## src/common/cachePkg.sv

```systemverilog
/* Data cache package
   Cache geometry, CPU request and response bundles, AXI4-Lite channels */
`default_nettype none

package cachePkg;

  // Geometry of the two-way cache
  localparam int addrBits = 32;
  localparam int dataBits = 32;
  localparam int wordsPerBlock = 4;
  localparam int offsetBits = 4;
  localparam int numSets = 64;
  localparam int setBits = 6;
  localparam int tagBits = 22;

  typedef struct packed {
    logic valid;
    logic write;
    logic [addrBits-1:0] addr;
    logic [dataBits-1:0] wdata;
    logic [dataBits/8-1:0] byteMask;
  } cpuReqT;

  typedef struct packed {
    logic valid;
    logic [dataBits-1:0] rdata;
  } cpuRespT;

  // AXI4-Lite master channels
  typedef struct packed {
    logic awvalid;
    logic [addrBits-1:0] awaddr;
  } axiAwT;

  typedef struct packed {
    logic wvalid;
    logic [dataBits-1:0] wdata;
    logic [dataBits/8-1:0] wstrb;
  } axiWT;

  typedef struct packed {
    logic arvalid;
    logic [addrBits-1:0] araddr;
  } axiArT;

  typedef struct packed {
    axiAwT aw;
    axiWT w;
    axiArT ar;
    logic bready;
    logic rready;
  } axiMasterOutT;

  // Slave-driven side
  typedef struct packed {
    logic awready;
    logic wready;
    logic bvalid;
    logic [1:0] bresp;
    logic arready;
    logic rvalid;
    logic [dataBits-1:0] rdata;
    logic [1:0] rresp;
  } axiMasterInT;

  // Lookup result of one way
  typedef struct packed {
    logic valid;
    logic dirty;
    logic [tagBits-1:0] tag;
    logic [dataBits-1:0] word;
  } wayStatusT;

endpackage

`default_nettype wire

```

## src/cache/cacheController.sv

```systemverilog
/* Data cache controller
   Hit check, store merge, LRU victim choice and the write-back/refill FSM
   driving an AXI4-Lite master, one word per transaction */
`timescale 1ns/1ps
`default_nettype none

module cacheController (
  input  logic clk,
  input  logic reset,
  input  cachePkg::cpuReqT cpuReq,
  output logic cpuReqReady,
  output cachePkg::cpuRespT cpuResp,
  output logic [cachePkg::setBits-1:0] set,
  output logic [1:0] wordSel,
  output logic [cachePkg::tagBits-1:0] tagIn,
  output logic [1:0] wayWrite,
  output logic fillWrite,
  output logic [cachePkg::wordsPerBlock*cachePkg::dataBits-1:0] fillData,
  output logic dirtyIn,
  output logic [3:0] byteMask,
  output logic [cachePkg::dataBits-1:0] writeData,
  input  cachePkg::wayStatusT way1,
  input  cachePkg::wayStatusT way2,
  input  logic [cachePkg::wordsPerBlock*cachePkg::dataBits-1:0] victimBlock,
  input  logic currLru,
  output cachePkg::axiMasterOutT axiOut,
  input  cachePkg::axiMasterInT axiIn
);

  typedef enum logic [2:0] {idle, lookup, writeBack, refill, respond} stateT;

  stateT state;
  cachePkg::cpuReqT req;
  logic [1:0] beat;
  logic awValid;
  logic wValid;
  logic arValid;
  logic [cachePkg::dataBits-1:0] rdataReg;
  logic [3*cachePkg::dataBits-1:0] fillBuf;
  logic [cachePkg::tagBits-1:0] reqTag;
  logic [cachePkg::tagBits-1:0] victimTag;
  logic hit1;
  logic hit2;
  logic hit;
  logic victimDirty;
  logic bDone;
  logic rDone;
  logic lastBeat;

  // Address fields of the held request
  assign reqTag = req.addr[cachePkg::addrBits-1 -: cachePkg::tagBits];
  assign set = req.addr[cachePkg::offsetBits +: cachePkg::setBits];
  assign wordSel = req.addr[cachePkg::offsetBits-1 -: 2];

  assign hit1 = way1.valid && (way1.tag == reqTag);
  assign hit2 = way2.valid && (way2.tag == reqTag);
  assign hit = hit1 || hit2;

  // LRU bit set names way 1 as the victim
  assign victimTag = currLru ? way1.tag : way2.tag;
  assign victimDirty = currLru ? (way1.valid && way1.dirty) : (way2.valid && way2.dirty);

  assign bDone = (state == writeBack) && axiIn.bvalid;
  assign rDone = (state == refill) && axiIn.rvalid;
  assign lastBeat = (beat == 2'd3);

  assign cpuReqReady = (state == idle);
  assign cpuResp.valid = (state == respond);
  assign cpuResp.rdata = rdataReg;

  assign tagIn = reqTag;
  assign writeData = req.wdata;
  // Last beat goes straight into the fill
  assign fillData = {axiIn.rdata, fillBuf};

  // Way writes; every hit writes its way so the LRU bit follows
  always_comb begin
    wayWrite = 2'b00;
    fillWrite = 1'b0;
    dirtyIn = 1'b0;
    byteMask = '0;
    if (state == lookup && hit) begin
      wayWrite = {!hit1 && hit2, hit1};
      dirtyIn = req.write;
      byteMask = req.write ? req.byteMask : 4'b0000;
    end else if (rDone && lastBeat) begin
      wayWrite = currLru ? 2'b01 : 2'b10;
      fillWrite = 1'b1;
    end
  end

  always_ff @(posedge clk or posedge reset) begin
    if (reset) begin
      state <= idle;
      beat <= 2'd0;
      awValid <= 1'b0;
      wValid <= 1'b0;
      arValid <= 1'b0;
    end else begin
      case (state)
        idle: begin
          if (cpuReq.valid) begin
            state <= lookup;
          end
        end
        lookup: begin
          beat <= 2'd0;
          if (hit) begin
            state <= respond;
          end else if (victimDirty) begin
            state <= writeBack;
            awValid <= 1'b1;
            wValid <= 1'b1;
          end else begin
            state <= refill;
            arValid <= 1'b1;
          end
        end
        writeBack: begin
          if (awValid && axiIn.awready) begin
            awValid <= 1'b0;
          end
          if (wValid && axiIn.wready) begin
            wValid <= 1'b0;
          end
          if (bDone) begin
            beat <= beat + 2'd1;
            if (lastBeat) begin
              state <= refill;
              arValid <= 1'b1;
            end else begin
              awValid <= 1'b1;
              wValid <= 1'b1;
            end
          end
        end
        refill: begin
          if (arValid && axiIn.arready) begin
            arValid <= 1'b0;
          end
          if (rDone) begin
            beat <= beat + 2'd1;
            if (lastBeat) begin
              // Replay the request against the filled way
              state <= lookup;
            end else begin
              arValid <= 1'b1;
            end
          end
        end
        default: state <= idle;
      endcase
    end
  end

  always_ff @(posedge clk) begin
    if (cpuReqReady && cpuReq.valid) begin
      req <= cpuReq;
    end
    if (state == lookup && hit) begin
      rdataReg <= hit1 ? way1.word : way2.word;
    end
    if (rDone && !lastBeat) begin
      fillBuf[beat*cachePkg::dataBits +: cachePkg::dataBits] <= axiIn.rdata;
    end
  end

  // Beats walk the block at offsets 0, 4, 8 and 12
  always_comb begin
    axiOut.aw.awvalid = awValid;
    axiOut.aw.awaddr = {victimTag, set, beat, 2'b00};
    axiOut.w.wvalid = wValid;
    axiOut.w.wdata = victimBlock[beat*cachePkg::dataBits +: cachePkg::dataBits];
    axiOut.w.wstrb = 4'b1111;
    axiOut.ar.arvalid = arValid;
    axiOut.ar.araddr = {reqTag, set, beat, 2'b00};
    axiOut.bready = (state == writeBack);
    axiOut.rready = (state == refill);
  end

endmodule

`default_nettype wire

```

## config.mk

```make
export PLATFORM = sky130hd
export DESIGN_NAME = cacheController
export DESIGN_NICKNAME = d
export VERILOG_FILES = /design/src/common/cachePkg.sv /design/src/cache/cacheController.sv
export SDC_FILE = /design/constraint.sdc
export NUM_CORES = 1
export LEC_CHECK = 0
export BUFFER_PORTS_ARGS = -buffer_cell sky130_fd_sc_hd__buf_2
export CORE_AREA = 2 2 270 272
export CTS_BUF_LIST = sky130_fd_sc_hd__clkbuf_4 sky130_fd_sc_hd__clkbuf_8 sky130_fd_sc_hd__clkbuf_16
export DETAILED_ROUTE_END_ITERATION = 8
export DIE_AREA = 0 0 272 274
export PLACE_DENSITY_LB_ADDON = 0.08
export SYNTH_ARGS = -nofsm -noshare
export SYNTH_HDL_FRONTEND = slang
export SYNTH_SLANG_ARGS = --single-unit
```

## constraint.sdc

```tcl
create_clock -name clk -period 2.8 [get_ports clk]
set_clock_uncertainty 0.2 [all_clocks]
set_input_delay 0.14 -clock clk [delete_from_list [all_inputs] [get_ports clk]]
set_output_delay 0.14 -clock clk [all_outputs]
set_load 0.01 [all_outputs]
```

* Word-level counts from Yosys, hierarchy flattened
Cells that the tools add are included.
Storage, ports and cells: flip-flop bits (word level) 205, input port bits 354, logic and storage cells 96
Cells by class: $add $sub $neg 2, equality and inequality tests 15, shift-type cells 3, muxes and demuxes 41, reduce and logical (&&, ||, !) cells 24
Operators by type and width (count):
- $shiftx A128 B8 Y32 | 1
- $bwmux W96 | 1
- $shift A32 B34 Y96 const A | 1
- $shiftx A32 B34 Y96 | 1
- $eq A22 B22 Y1 | 2
- $neg A7 Y34 | 1
- $mux W32 | 1
- $mux W22 | 1
- $mux W1 | 20
- $mux W3 | 6
- $logic_and A1 B1 Y1 | 14
- $pmux W3 S4 | 1
- $mux W2 | 5
- $reduce_and A5 Y1 | 2
- $mux W4 | 2
- $ne A2 B1 Y1 const B | 4
- $ne A2 B2 Y1 const B | 4
- $eq A3 B2 Y1 const B | 2
- $pmux W2 S3 | 1
- $reduce_and A3 Y1 | 2
- $pmux W1 S2 | 2
- $eq A3 B1 Y1 const B | 1
- $eq A3 B3 Y1 const B | 1
- $logic_not A3 Y1 | 1
- other kinds (7) | 8

* Logic depth before layout (Yosys ltp)
Gate-level depths: netlist of run 1.
depth after elaboration 5, mapped depth 8, gate-level depth less buffers 6

* Worst setup path after synthesis of run 1
No wires, ideal clock.
kind register to register, from register state[0], to register req (netlist bit axiOut[10]), enable pin, setup time 0.432 ns, arrival time 2.554 ns, slack -0.386 ns, stages on the path, launching flop included 4, period minus slack after synthesis 3.186 ns, path through dfrtp_1 > clkbuf_1 > nor3_1 > and2_1
Between the ends: word-level cells in the longest chain between the ends 2
RTL lines:
- from (decl) | RTL line cacheController.sv:32 | stateT state;
- from (signal assigned) | RTL line cacheController.sv:94 | state <= idle;
- from (signal assigned) | RTL line cacheController.sv:103 | state <= lookup;
- from (signal assigned) | RTL line cacheController.sv:109 | state <= respond;
- $logic_not A3 Y1 | RTL line cacheController.sv:67 | assign cpuReqReady = (state == idle);
- net cpuReqReady | RTL line cacheController.sv:11 | output logic cpuReqReady,
- $logic_and A1 B1 Y1 | RTL line cacheController.sv:157 | if (cpuReqReady && cpuReq.valid) begin
- to (signal assigned) | RTL line cacheController.sv:158 | req <= cpuReq;
- to (decl) | RTL line cacheController.sv:33 | cachePkg::cpuReqT req;
The timed path passes the listed nets, and every way through them passes these cells. A chain may end at the register's enable or synchronous reset.

* Worst setup path in the final report of run 1
from register req (netlist bit axiOut[12]), to output byteMask[1]
Between the ends: word-level cells in the longest chain between the ends 5
RTL lines:
- $eq A22 B22 Y1, on equally long branches | RTL line cacheController.sv:55, cacheController.sv:56
- $logic_and A1 B1 Y1, on equally long branches | RTL line cacheController.sv:55, cacheController.sv:56
- $logic_or A1 B1 Y1 * | RTL line cacheController.sv:57 | assign hit = hit1 || hit2;
- $logic_and A1 B1 Y1 * | RTL line cacheController.sv:82 | if (state == lookup && hit) begin
- $mux W4 * | RTL line cacheController.sv:82
- to (decl) | RTL line cacheController.sv:20 | output logic [3:0] byteMask,
Mark *: on every way between the ends. The rest lies on a longest branch, timed or not.

==> results of run 1 <==
flip-flops by register name (all words and copies together) (netlist names):
register and count:
req 5, awValid 1, writeData 32, arValid 1, wValid 1, fillBuf 96, rdataReg 32, state 3
beat 2, axiOut 28, wordSel 2
synthesized netlist by cell type, types with 2 or more instances:
library cell,count
edfxtp_1,195
buf_4,141
nand2_1,108
and2_1,102
mux4_2,32
xor2_1,31
mux2_2,22
clkbuf_1,19
xnor2_1,13
nor4_1,9
dfrtp_1,8
o21ai_0,7
buf_2,6
inv_1,6
nand4_1,6
nor2_1,6
a21oi_1,5
and3_1,5
ha_1,5
nand3_1,5
nor3_1,5
nor3b_1,5
buf_8,3
or3b_1,3
conb_1,2
nand2b_1,2
o211ai_1,2
worst register-to-register path: cells and delay by family, from the launching register on:
family                    cells  cell delay, ns
AOI/OAI and AO/OA             1            0.24
xor gates and xnor gates      1            0.32
and+or+nand+nor               3            0.89
DFF                           1            0.41
buffers and inverters         4            0.55
layout make-up:
cell class / count / area (µm²)
antenna: 6 / 15.0
fill: 7886 / 54600
inverter: 6 / 22.5
timing repair buffer: 929 / 5980
sequential: 203 / 6060
multi-input combinational: 395 / 3080
tap: 959 / 1200
clock inverter: 19 / 183
clock buffer: 37 / 803
repair_timing:
item | CTS | global route
buffers inserted | 9 | 6
pin swaps | 6 | 9
endpoints found under the hold margin | 218 | 0
hold buffers | 196 | 0
gates resized for setup | 18 | 9
endpoints found under the setup margin | 28 | 40
cell families after synthesis:
| kind of cell | Yosys count | share of synthesized area |
|---|---|---|
| flip-flops | 203 | 0.591 |
| AND/OR/NAND/NOR | 262 | 0.134 |
| XOR/XNOR | 44 | 0.0376 |
| AO/OA/AOI/OAI | 22 | 0.0145 |
| other | 2 | 0.000733 |
| multiplexers | 54 | 0.0945 |
| buffers and inverters | 177 | 0.121 |
| adder cells (fa/ha/maj) | 5 | 0.00611 |
metal layers:
layer	vias up	wire length [µm]	share of wire
met1	4290	18500	0.39
met3	59	3070	0.064
li1	4183	-	-
met4	2	916	0.019
met2	347	25300	0.53
met5	-	12	0.00025
power groups by stage:
| stage | Combinational, mW | Clock, mW | Sequential [mW] |
|---|---|---|---|
| global placement | 3.64 | 0 | 4.04 |
| finish | 3.79 | 3.84 | 3.97 |
| floorplan | 2.00 | 0 | 4.09 |
| CTS | 3.91 | 4.02 | 3.98 |
| global route | 4.17 | 4.13 | 4.01 |
| detailed placement | 3.63 | 0 | 4.04 |
stage by stage:
step / util / cell area, µm² / hold WS, ns / cells / worst slack, ns
2_1_floorplan: - / 10300 / -0.244 / 775 / -0.00305
6_report: 0.241 / 17300 / 0.0517 / 2554 / -0.448
5_1_grt: 0.241 / 17300 / 0.0179 / 2550 / -0.616
3_5_place_dp: 0.196 / 14100 / -0.0351 / 2281 / -0.0588
3_3_place_gp: 0.196 / 14100 / -0.0435 / 2281 / -0.0613
4_1_cts: 0.240 / 17200 / 0.000130 / 2542 / -0.565
worst min path at each step:
stage | start | to | slack, ns | cells after the start
floorplan | reset | arValid$_DFFE_PP0P_ | -0.24 | 1
global placement | reset | arValid$_DFFE_PP0P_ | -0.04 | 2
detailed placement | reset | arValid$_DFFE_PP0P_ | -0.04 | 2
CTS | cpuReq[10] | writeData[6]$_DFFE_PP_ | 0.0001 | 2
global route | cpuReq[30] | writeData[26]$_DFFE_PP_ | 0.02 | 2
finish | cpuReq[63] | axiOut[29]$_DFFE_PP_ | 0.05 | 2
==> impl_metrics.toml, run 1 <==
[outcome]
outcome = "finished, violations left"
violations = "negative setup slack"

[place]
portBuffers = 676
gp_congestion = 0.768
place_hpwl_um = 36700

[yosys]
netlist_area_um2 = 10200
netlist_instances = 769
yosysSeqAreaShare = 0.591
ys_ff_latch = 203
yosys.area.top_type_share = 0.572
yosysWarnings = 0
synth-main-ff-cell = "edfxtp_1"
synth_edf_count = 195
yosys-top-cells-area = "edfxtp_1 (57%), buf_4 (10%), mux4_2 (7.0%)"
synth-async-reset-ratio = 0.0394
syn_avg_cell_area_um2 = 13.3
yosysTopAreaCell = "edfxtp_1"
ys_types = 43

[floorplanning]
design.die.area_um2 = 74500
start_util = 0.142
die_h_um = 274
die_x_um = 272
fp.coreArea_um2 = 72000
row_count = 99
ioPinCount = 691

[critical_path]
worst_path_largest_cell_delay_ns = 0.41
crit_path_start_kind = "flip-flop"
cp.arrival_ns = 2.91
reg2reg_to = "rdataReg[19]$_DFFE_PP_"
endpoint_kind = "output pin"
critPathBufInv = 2
cp-endpoint = "byteMask[1]"
regToRegSetupSlack_ns = -0.10
crit_fanout = 3
cp_cell_sequence = "xnor2_1 -> nand2_1 -> or3b_1 -> or3_4 -> a21oi_4 -> buf_12 -> and3_4 -> buf_6"
crit_type = "flip-flop to output pin"
critPathTopFamily = "simple AND/OR/NAND/NOR gates"
crit_required_ns = 2.46
rr_worst_depth = 9
cp.depth = 8
reg2reg_from = "axiOut[12]$_DFFE_PP_"
cp-startpoint = "axiOut[12]$_DFFE_PP_"
worst_path_max_delay_cell = "edfxtp_1"

[global_routing]
grt_pass1_wl_um = 65800
first_global_vias = 9371
track_usage = 0.121
antenna_found_initial = 5
met2_usage = 0.228
grt_use_met3 = 0.0278
gr-usage-met1 = 0.138
grt_start_max_net_pins = 38
grt_overflow_total = 0
top_usage_layer = "met2"

[sta]
final-hold-violation-count = 0
slew_headroom = 0.642
fin_ws_ns = -0.448
setup_violations = 38
fin_crit_ns = 3.25
fin_crit_sh = 1.16
worstMarginPinSlew_ns = 0.537
setup_tns_ns = -5.16
report.final.slew_viol_count = 0
rsz0062_at_grt = "true"
fmax_mhz = 308

[clock_network]
clock_latency_ns = 0.60
root_buffer = "clkbuf_16"
cts_buffers = 30
ctsLongestPathBuffers = 3
cts_tree = "built"
clock-sinks = 203
htree_levels = 1
clk_pin_slew_worst_paths_ns = 0.06

[cells_and_area]
mostFrequentLayoutCells = "buf_2 (671), dlygate4sd3_1 (196), edfxtp_1 (195)"
drive_above_1_share = 0.542
area_growth_pct = 69.3
layout_commonest_cell = "buf_2"
nets = 1924

[power]
pwr_density_cell_nw_per_um2 = 670
pwr-share-comb = 0.327
p_clk_frac = 0.331
peakVddDrop_v = 0.000476
total_power_mw = 11.6
p_leak_nw = 7.48
p_sw_mw = 3.75
seq_power_share = 0.342
switching_share = 0.323
p_int_mw = 7.86

[run]
cap_violations = 0

[routing]
drt_iter0_drc = 357
drt-pass1-iter-count = 4
wirelength_um = 47800
wl_per_cell_um = 18.7
vias_per_cell = 3.48
drcViolationCount = 0
ant_nets = 0
num_vias = 8881

[worst_hold_path]
holdCritPathClass = "input port to flip-flop"
(Power assumes the default switching activity.)
==> run 2, diff against run 1 <==
--- a/config.mk
+++ b/config.mk
@@ -5,11 +5,12 @@
 export SDC_FILE = /design/constraint.sdc
 export NUM_CORES = 1
 export LEC_CHECK = 0
+export ABC_AREA = 1
 export BUFFER_PORTS_ARGS = -buffer_cell sky130_fd_sc_hd__buf_2
-export CORE_AREA = 2 2 270 272
+export CORE_AREA = 2 2 267 269
 export CTS_BUF_LIST = sky130_fd_sc_hd__clkbuf_4 sky130_fd_sc_hd__clkbuf_8 sky130_fd_sc_hd__clkbuf_16
 export DETAILED_ROUTE_END_ITERATION = 8
-export DIE_AREA = 0 0 272 274
+export DIE_AREA = 0 0 269 271
 export PLACE_DENSITY_LB_ADDON = 0.08
 export SYNTH_ARGS = -nofsm -noshare
 export SYNTH_HDL_FRONTEND = slang
==> run 2 against run 1 <==
  * The run now ends clean
  * Combinational power up 19%
  * Critical path depth shrank 4
  * Total power is 4.6% higher
  * Area after synthesis grew 4.0%
  * Synthesized cell count increased by 53%
  * Via count is 16% higher
  * Sequential power about the same
  * First-iteration DRC count is 37% higher
==> impl_metrics.toml, run 2 <==
[outcome]
outcome = "finished, final reports clean"

[sta]
fin_crit_ns = 2.64
slew_headroom = 0.520
report.final.slew_viol_count = 0
fin_crit_sh = 0.944
fmax_mhz = 378
fin_ws_ns = 0.157
worstMarginPinSlew_ns = 0.712
setup_violations = 0
final-hold-violation-count = 0

[yosys]
yosys-top-cells-area = "edfxtp_1 (55%), buf_4 (9.9%), nand2_1 (8.1%)"
synth-async-reset-ratio = 0.0394
ys_types = 31
netlist_instances = 1176
yosysSeqAreaShare = 0.568
yosys.area.top_type_share = 0.549
synth-main-ff-cell = "edfxtp_1"
yosysTopAreaCell = "edfxtp_1"
netlist_area_um2 = 10700
synth_common_cells = "nand2_1 (230), nor2_1 (205), edfxtp_1 (195)"
yosysWarnings = 0
synth_edf_count = 195
ys_ff_latch = 203
yosysMostFrequentCell = "nand2_1"
syn_avg_cell_area_um2 = 9.06

[worst_hold_path]
holdCritPathClass = "input port to flip-flop"
whs_endpoint = "axiOut[7]$_DFFE_PP_"
worstHoldStart = "cpuReq[41]"
hold_depth = 2

[routing]
wl_per_cell_um = 16.9
drt_iter0_drc = 489
drt-pass1-iter-count = 4
ant_nets = 0
num_vias = 10300
drcViolationCount = 0
vias_per_cell = 3.57
wirelength_um = 48900

[place]
dp_slack_ns = 0.345
place_hpwl_um = 37000
portBuffers = 676
gp_congestion = 0.904
dpl-instance-area_um2 = 14200

[critical_path]
rr_worst_depth = 11
crit_required_ns = 2.46
crit_type = "flip-flop to output pin"
reg2reg_to = "rdataReg[24]$_DFFE_PP_"
regToRegSetupSlack_ns = 0.17
critPathBufInv = 2
crit_fanout = 35
worst_path_largest_cell_delay_ns = 0.39
crit_path_start_kind = "flip-flop"
worst_path_max_delay_cell = "o21ai_0"
cp.arrival_ns = 2.30
reg2reg_from = "axiOut[17]$_DFFE_PP_"
cp_cell_sequence = "buf_4 -> o21ai_0 -> o22ai_2 -> buf_2"
critPathTopFamily = "compound AO/OA/AOI/OAI gates"
endpoint_kind = "output pin"

[floorplanning]
row_count = 97
fp.coreArea_um2 = 69800
die_x_um = 269
start_util = 0.153
die_h_um = 271
design.die.area_um2 = 72900
ioPinCount = 691

[global_routing]
track_usage = 0.126
grt_start_max_net_pins = 70
grt_pass1_wl_um = 68300
first_global_vias = 10700
grt_overflow_total = 0
antenna_found_initial = 7

[clock_network]
clock-sinks = 203
clk_pin_slew_worst_paths_ns = 0.07
clock_latency_ns = 0.57
cts_buffers = 28
root_buffer = "clkbuf_16"
ctsLongestPathBuffers = 3
cts_tree = "built"
htree_levels = 1

[cells_and_area]
layout_commonest_cell = "buf_2"
area_growth_pct = 62.2
nets = 2287
drive_above_1_share = 0.412
multiInputGateArea_um2 = 2900
final_cell_area_um2 = 17300
fill_cells = 7752
mostFrequentLayoutCells = "buf_2 (674), nand2_1 (230), edfxtp_1 (195)"
regMostFlops = "fillBuf"
seq_area_um2 = 6060
largest_reg_flops = 96

[power]
pwr_density_cell_nw_per_um2 = 702
p_leak_nw = 8.28
peakVddDrop_v = 0.000512

[run]
cap_violations = 0
## run 2: changes by cell type after synthesis, moves of 32 or more
cell,before,now
and2_1,102,0
inv_1,6,150
mux4_2,32,0
nand2_1,108,230
nor2_1,6,205
o21ai_0,7,99
o22ai_1,0,32
## run 2: worst register-to-register path: cells and delay by family (launching register included)
family / cells / cell delay [ns]
flip-flops: 1 / 0.45
AND/OR/NAND/NOR: 7 / 0.77
buffers and inverters: 3 / 0.91
AO/OA/AOI/OAI: 1 / 0.05
## run 2: per-layer routing
| layer | GRT usage | vias to the layer above | share of wire |
|---|---|---|---|
| li1 | - | 5158 | - |
| met1 | 0.136 | 4727 | 0.38 |
| met2 | 0.237 | 397 | 0.53 |
| met3 | 0.0320 | 58 | 0.072 |
| met4 | 0.0417 | 2 | 0.028 |
| met5 | 0 | - | 0.00027 |
## run 2: logic make-up (layout without fill, tap and decap cells)
kind of cell,after synthesis,count (layout),share of synthesized area
simple gates,456,456,0.166
compound gates,169,169,0.0849
other cells,2,14,0.000705
fa+ha+maj,5,5,0.00587
flops,203,203,0.568
xor+xnor,3,3,0.00247
buf+inv,338,1104,0.172
## run 2: metrics by stage
stage               total power [mW]  utilization  hold slack [ns]  TNS, ns  cells
global placement                8.38        0.204          -0.0155        0   2632
finish                          12.1        0.248           0.0895        0   2894
CTS                             12.5        0.245           0.0354        0   2878
floorplan                       6.51            -           -0.244        0   1182
global route                    13.0        0.248           0.0677  -0.0532   2893
detailed placement              8.35        0.204          -0.0146        0   2632
## run 2: area by class of cell
class                           count  area share
Clock inverter                     16     0.00926
Multi-Input combinational cell    641       0.168
Clock buffer                       34      0.0441
Tap cell                          940      0.0680
Sequential cell                   203       0.350
Inverter                          153      0.0339
Timing Repair Buffer              901       0.326
Antenna cell                        6    0.000868
## run 2: worst max path at each step
stage,depth (start not counted),to,from
after floorplan,6,fillBuf[0]$_DFFE_PP_,beat[0]$_DFFE_PP0P_
after global placement,11,rdataReg[25]$_DFFE_PP_,axiOut[24]$_DFFE_PP_
after detailed placement,6,fillBuf[30]$_DFFE_PP_,state[2]$_DFFE_PP0P_
after CTS,10,byteMask[0],axiOut[26]$_DFFE_PP_
after global routing,10,wayWrite[0],axiOut[26]$_DFFE_PP_
final,4,axiOut[58],beat[1]$_DFFE_PP0P_
## run 2: timing repair
item	4_1_cts	5_1_grt
buffers inserted	18	9
pin swaps	5	6
endpoints found under the hold margin	210	0
resized for setup	10	14
hold buffers	178	0
gates cloned	0	1
setup endpoints to repair	7	7
## run 2: report_power, final
part / internal, mW / switching (mW)
Combinational: 1.58 / 2.93
Clock: 2.20 / 1.47
Sequential: 3.81 / 0.142
==> run 3, diff against run 2 <==
--- a/config.mk
+++ b/config.mk
@@ -11,6 +11,7 @@
 export CTS_BUF_LIST = sky130_fd_sc_hd__clkbuf_4 sky130_fd_sc_hd__clkbuf_8 sky130_fd_sc_hd__clkbuf_16
 export DETAILED_ROUTE_END_ITERATION = 8
 export DIE_AREA = 0 0 269 271
+export MAX_ROUTING_LAYER = met4
 export PLACE_DENSITY_LB_ADDON = 0.08
 export SYNTH_ARGS = -nofsm -noshare
 export SYNTH_HDL_FRONTEND = slang
==> run 3 against run 2 <==
  * The run now ends with negative hold slack left
  * Global-route usage increased by 0.51 points
  * Worst hold slack got worse by 0.097 ns
  * Critical path depth increased by 1
  * Register-to-register slack about the same
  * Flip-flop and latch count unchanged
  * Via count increased by 1.5%
  * Routed wire length increased by 0.32%
  * Count of clock-buffer cells in the layout unchanged
  * Cell area about the same
  * Critical endpoint unchanged
  * Highest routed layer is now met4
==> impl_metrics.toml, run 3 (same netlist as run 2, synthesis figures left out) <==
[outcome]
outcome = "finished, violations left"
violations = "negative hold slack"

[global_routing]
grt_pass1_wl_um = 68800
grt_start_max_net_pins = 68
antenna_found_initial = 5
track_usage = 0.131
first_global_vias = 10700
grt_overflow_total = 0

[cells_and_area]
area_growth_pct = 62.3
layout_commonest_cell = "buf_2"
drive_above_1_share = 0.415
mostFrequentLayoutCells = "buf_2 (676), nand2_1 (229), edfxtp_1 (195)"
largest_reg_flops = 96
nets = 2292
regMostFlops = "fillBuf"

[sta]
report.final.slew_viol_count = 0
fin_ws_ns = 0.156
slew_headroom = 0.549
rsz0062_at_grt = "false"
fin_crit_sh = 0.944
fmax_mhz = 378
worstMarginPinSlew_ns = 0.670
holdWs_ns = -0.00780
final-hold-violation-count = 4
setup_tns_ns = 0
fin_crit_ns = 2.64
setup_violations = 0

[critical_path]
path_common_cell = "buf_4"
cp_cell_sequence = "buf_4 -> buf_4 -> o21ai_0 -> o22ai_2 -> buf_2"
crit_fanout = 8
crit_required_ns = 2.46
crit_path_start_kind = "flip-flop"
worst_path_max_delay_cell = "o21ai_0"
endpoint_kind = "output pin"
critPathBufInv = 3
cp.arrival_ns = 2.30
critPathTopFamily = "compound AO/OA/AOI/OAI gates"
crit_type = "flip-flop to output pin"
worst_path_largest_cell_delay_ns = 0.55

[floorplanning]
design.die.area_um2 = 72900
row_count = 97
start_util = 0.153
die_h_um = 271
fp.coreArea_um2 = 69800
ioPinCount = 691
die_x_um = 269

[power]
p_leak_nw = 8.29
pwr_density_cell_nw_per_um2 = 699
peakVddDrop_v = 0.000541

[clock_network]
root_buffer = "clkbuf_16"
ctsLongestPathBuffers = 3
cts_tree = "built"
clock_latency_ns = 0.57
clock-sinks = 203
cts_buffers = 29
clk_pin_slew_worst_paths_ns = 0.06
htree_levels = 1

[routing]
drcViolationCount = 0
vias_per_cell = 3.62
wl_per_cell_um = 16.9
ant_nets = 0
drt_iter0_drc = 458
num_vias = 10500
wirelength_um = 49100
drt-pass1-iter-count = 4

[place]
dp_slack_ns = 0.410
portBuffers = 676
gp_congestion = 0.877
place_hpwl_um = 37900

[run]
cap_violations = 0

[worst_hold_path]
holdCritPathClass = "input port to async pin"
run 3: changes by cell type in the layout (fill, tap and decap cells not counted), moves of 2 or more:
cell,delta
buf_4,+4
nor2_2,+3
buf_2,+2
clkinv_1,+2
clkinv_4,+2
nor2_4,-2
run 3: worst paths after layout:
check	from	endpoint	slack, ns	cells past startpoint
setup / recovery	beat[0]$_DFFE_PP0P_	axiOut[58]	0.16	5
hold / removal	reset	beat[1]$_DFFE_PP0P_	-0.008	3
setup reg to reg	axiOut[18]$_DFFE_PP_	rdataReg[28]$_DFFE_PP_	0.16	11
hold reg to reg	wValid$_DFFE_PP0P_	wValid$_DFFE_PP0P_	0.30	2
max in group asynchronous	reset	beat[0]$_DFFE_PP0P_	2.04	3
min in group clk	way2[55]	wValid$_DFFE_PP0P_	0.04	7
run 3: per-layer routing:
layer  vias to the layer above  global-route usage  part of all wire
met2                       387               0.244              0.53
li1                       5177                   -                 -
met5                         -                   -                 0
met1                      4875               0.139              0.38
met3                        54              0.0279             0.068
met4                         0              0.0354             0.021
run 3: through the flow:
| step | hold WS (ns) | util | cells | instance area, µm² | power (mW) |
|---|---|---|---|---|---|
| 2_1_floorplan | -0.244 | - | 1182 | 10700 | 6.51 |
| 3_3_place_gp | 0.0337 | 0.204 | 2635 | 14300 | 8.43 |
| 3_5_place_dp | 0.0367 | 0.204 | 2635 | 14300 | 8.40 |
| 4_1_cts | 0.0104 | 0.245 | 2884 | 17100 | 12.4 |
| 5_1_grt | 0.0421 | 0.248 | 2900 | 17300 | 13.0 |
| 6_report | -0.00780 | 0.248 | 2900 | 17300 | 12.1 |
run 3: worst reg2reg max path, stage by stage (launching register included):
cell and delay (ns):
edfxtp_1 0.44, nand2_2 0.12, nand2_1 0.07, nor2_2 0.15
nand2_1 0.08, nor2_2 0.15, nand3_4 0.12, buf_6 0.15
clkbuf_16 0.20, nand2_1 0.08, o21ai_1 0.06, dlygate4sd3_1 0.57
run 3: cell type report:
cell class | instances | area [µm²]
antenna | 5 | 12.5
clock buffer | 34 | 763
clock inverter | 19 | 159
fill | 7774 | 52500
inverter | 153 | 587
multi-input combinational | 641 | 2900
sequential | 203 | 6060
tap | 940 | 1180
timing repair buffer | 905 | 5640
run 3: timing repair:
action	4_1_cts	5_1_grt
cloned	0	1
hold buffers	178	0
endpoints found under the hold margin	210	0
endpoints found under the setup margin	7	12
gates resized for setup	10	16
buffers inserted	18	10
pin swaps	0	10
run 3: power breakdown:
| part | total (mW) | leakage (nW) | internal, mW | switching, mW |
|---|---|---|---|---|
| clock | 3.59 | 0.459 | 2.13 | 1.46 |
| sequential | 3.96 | 1.95 | 3.81 | 0.144 |
| combinational | 4.55 | 5.88 | 1.62 | 2.93 |
| total | 12.1 | 8.29 | 7.56 | 4.53 |
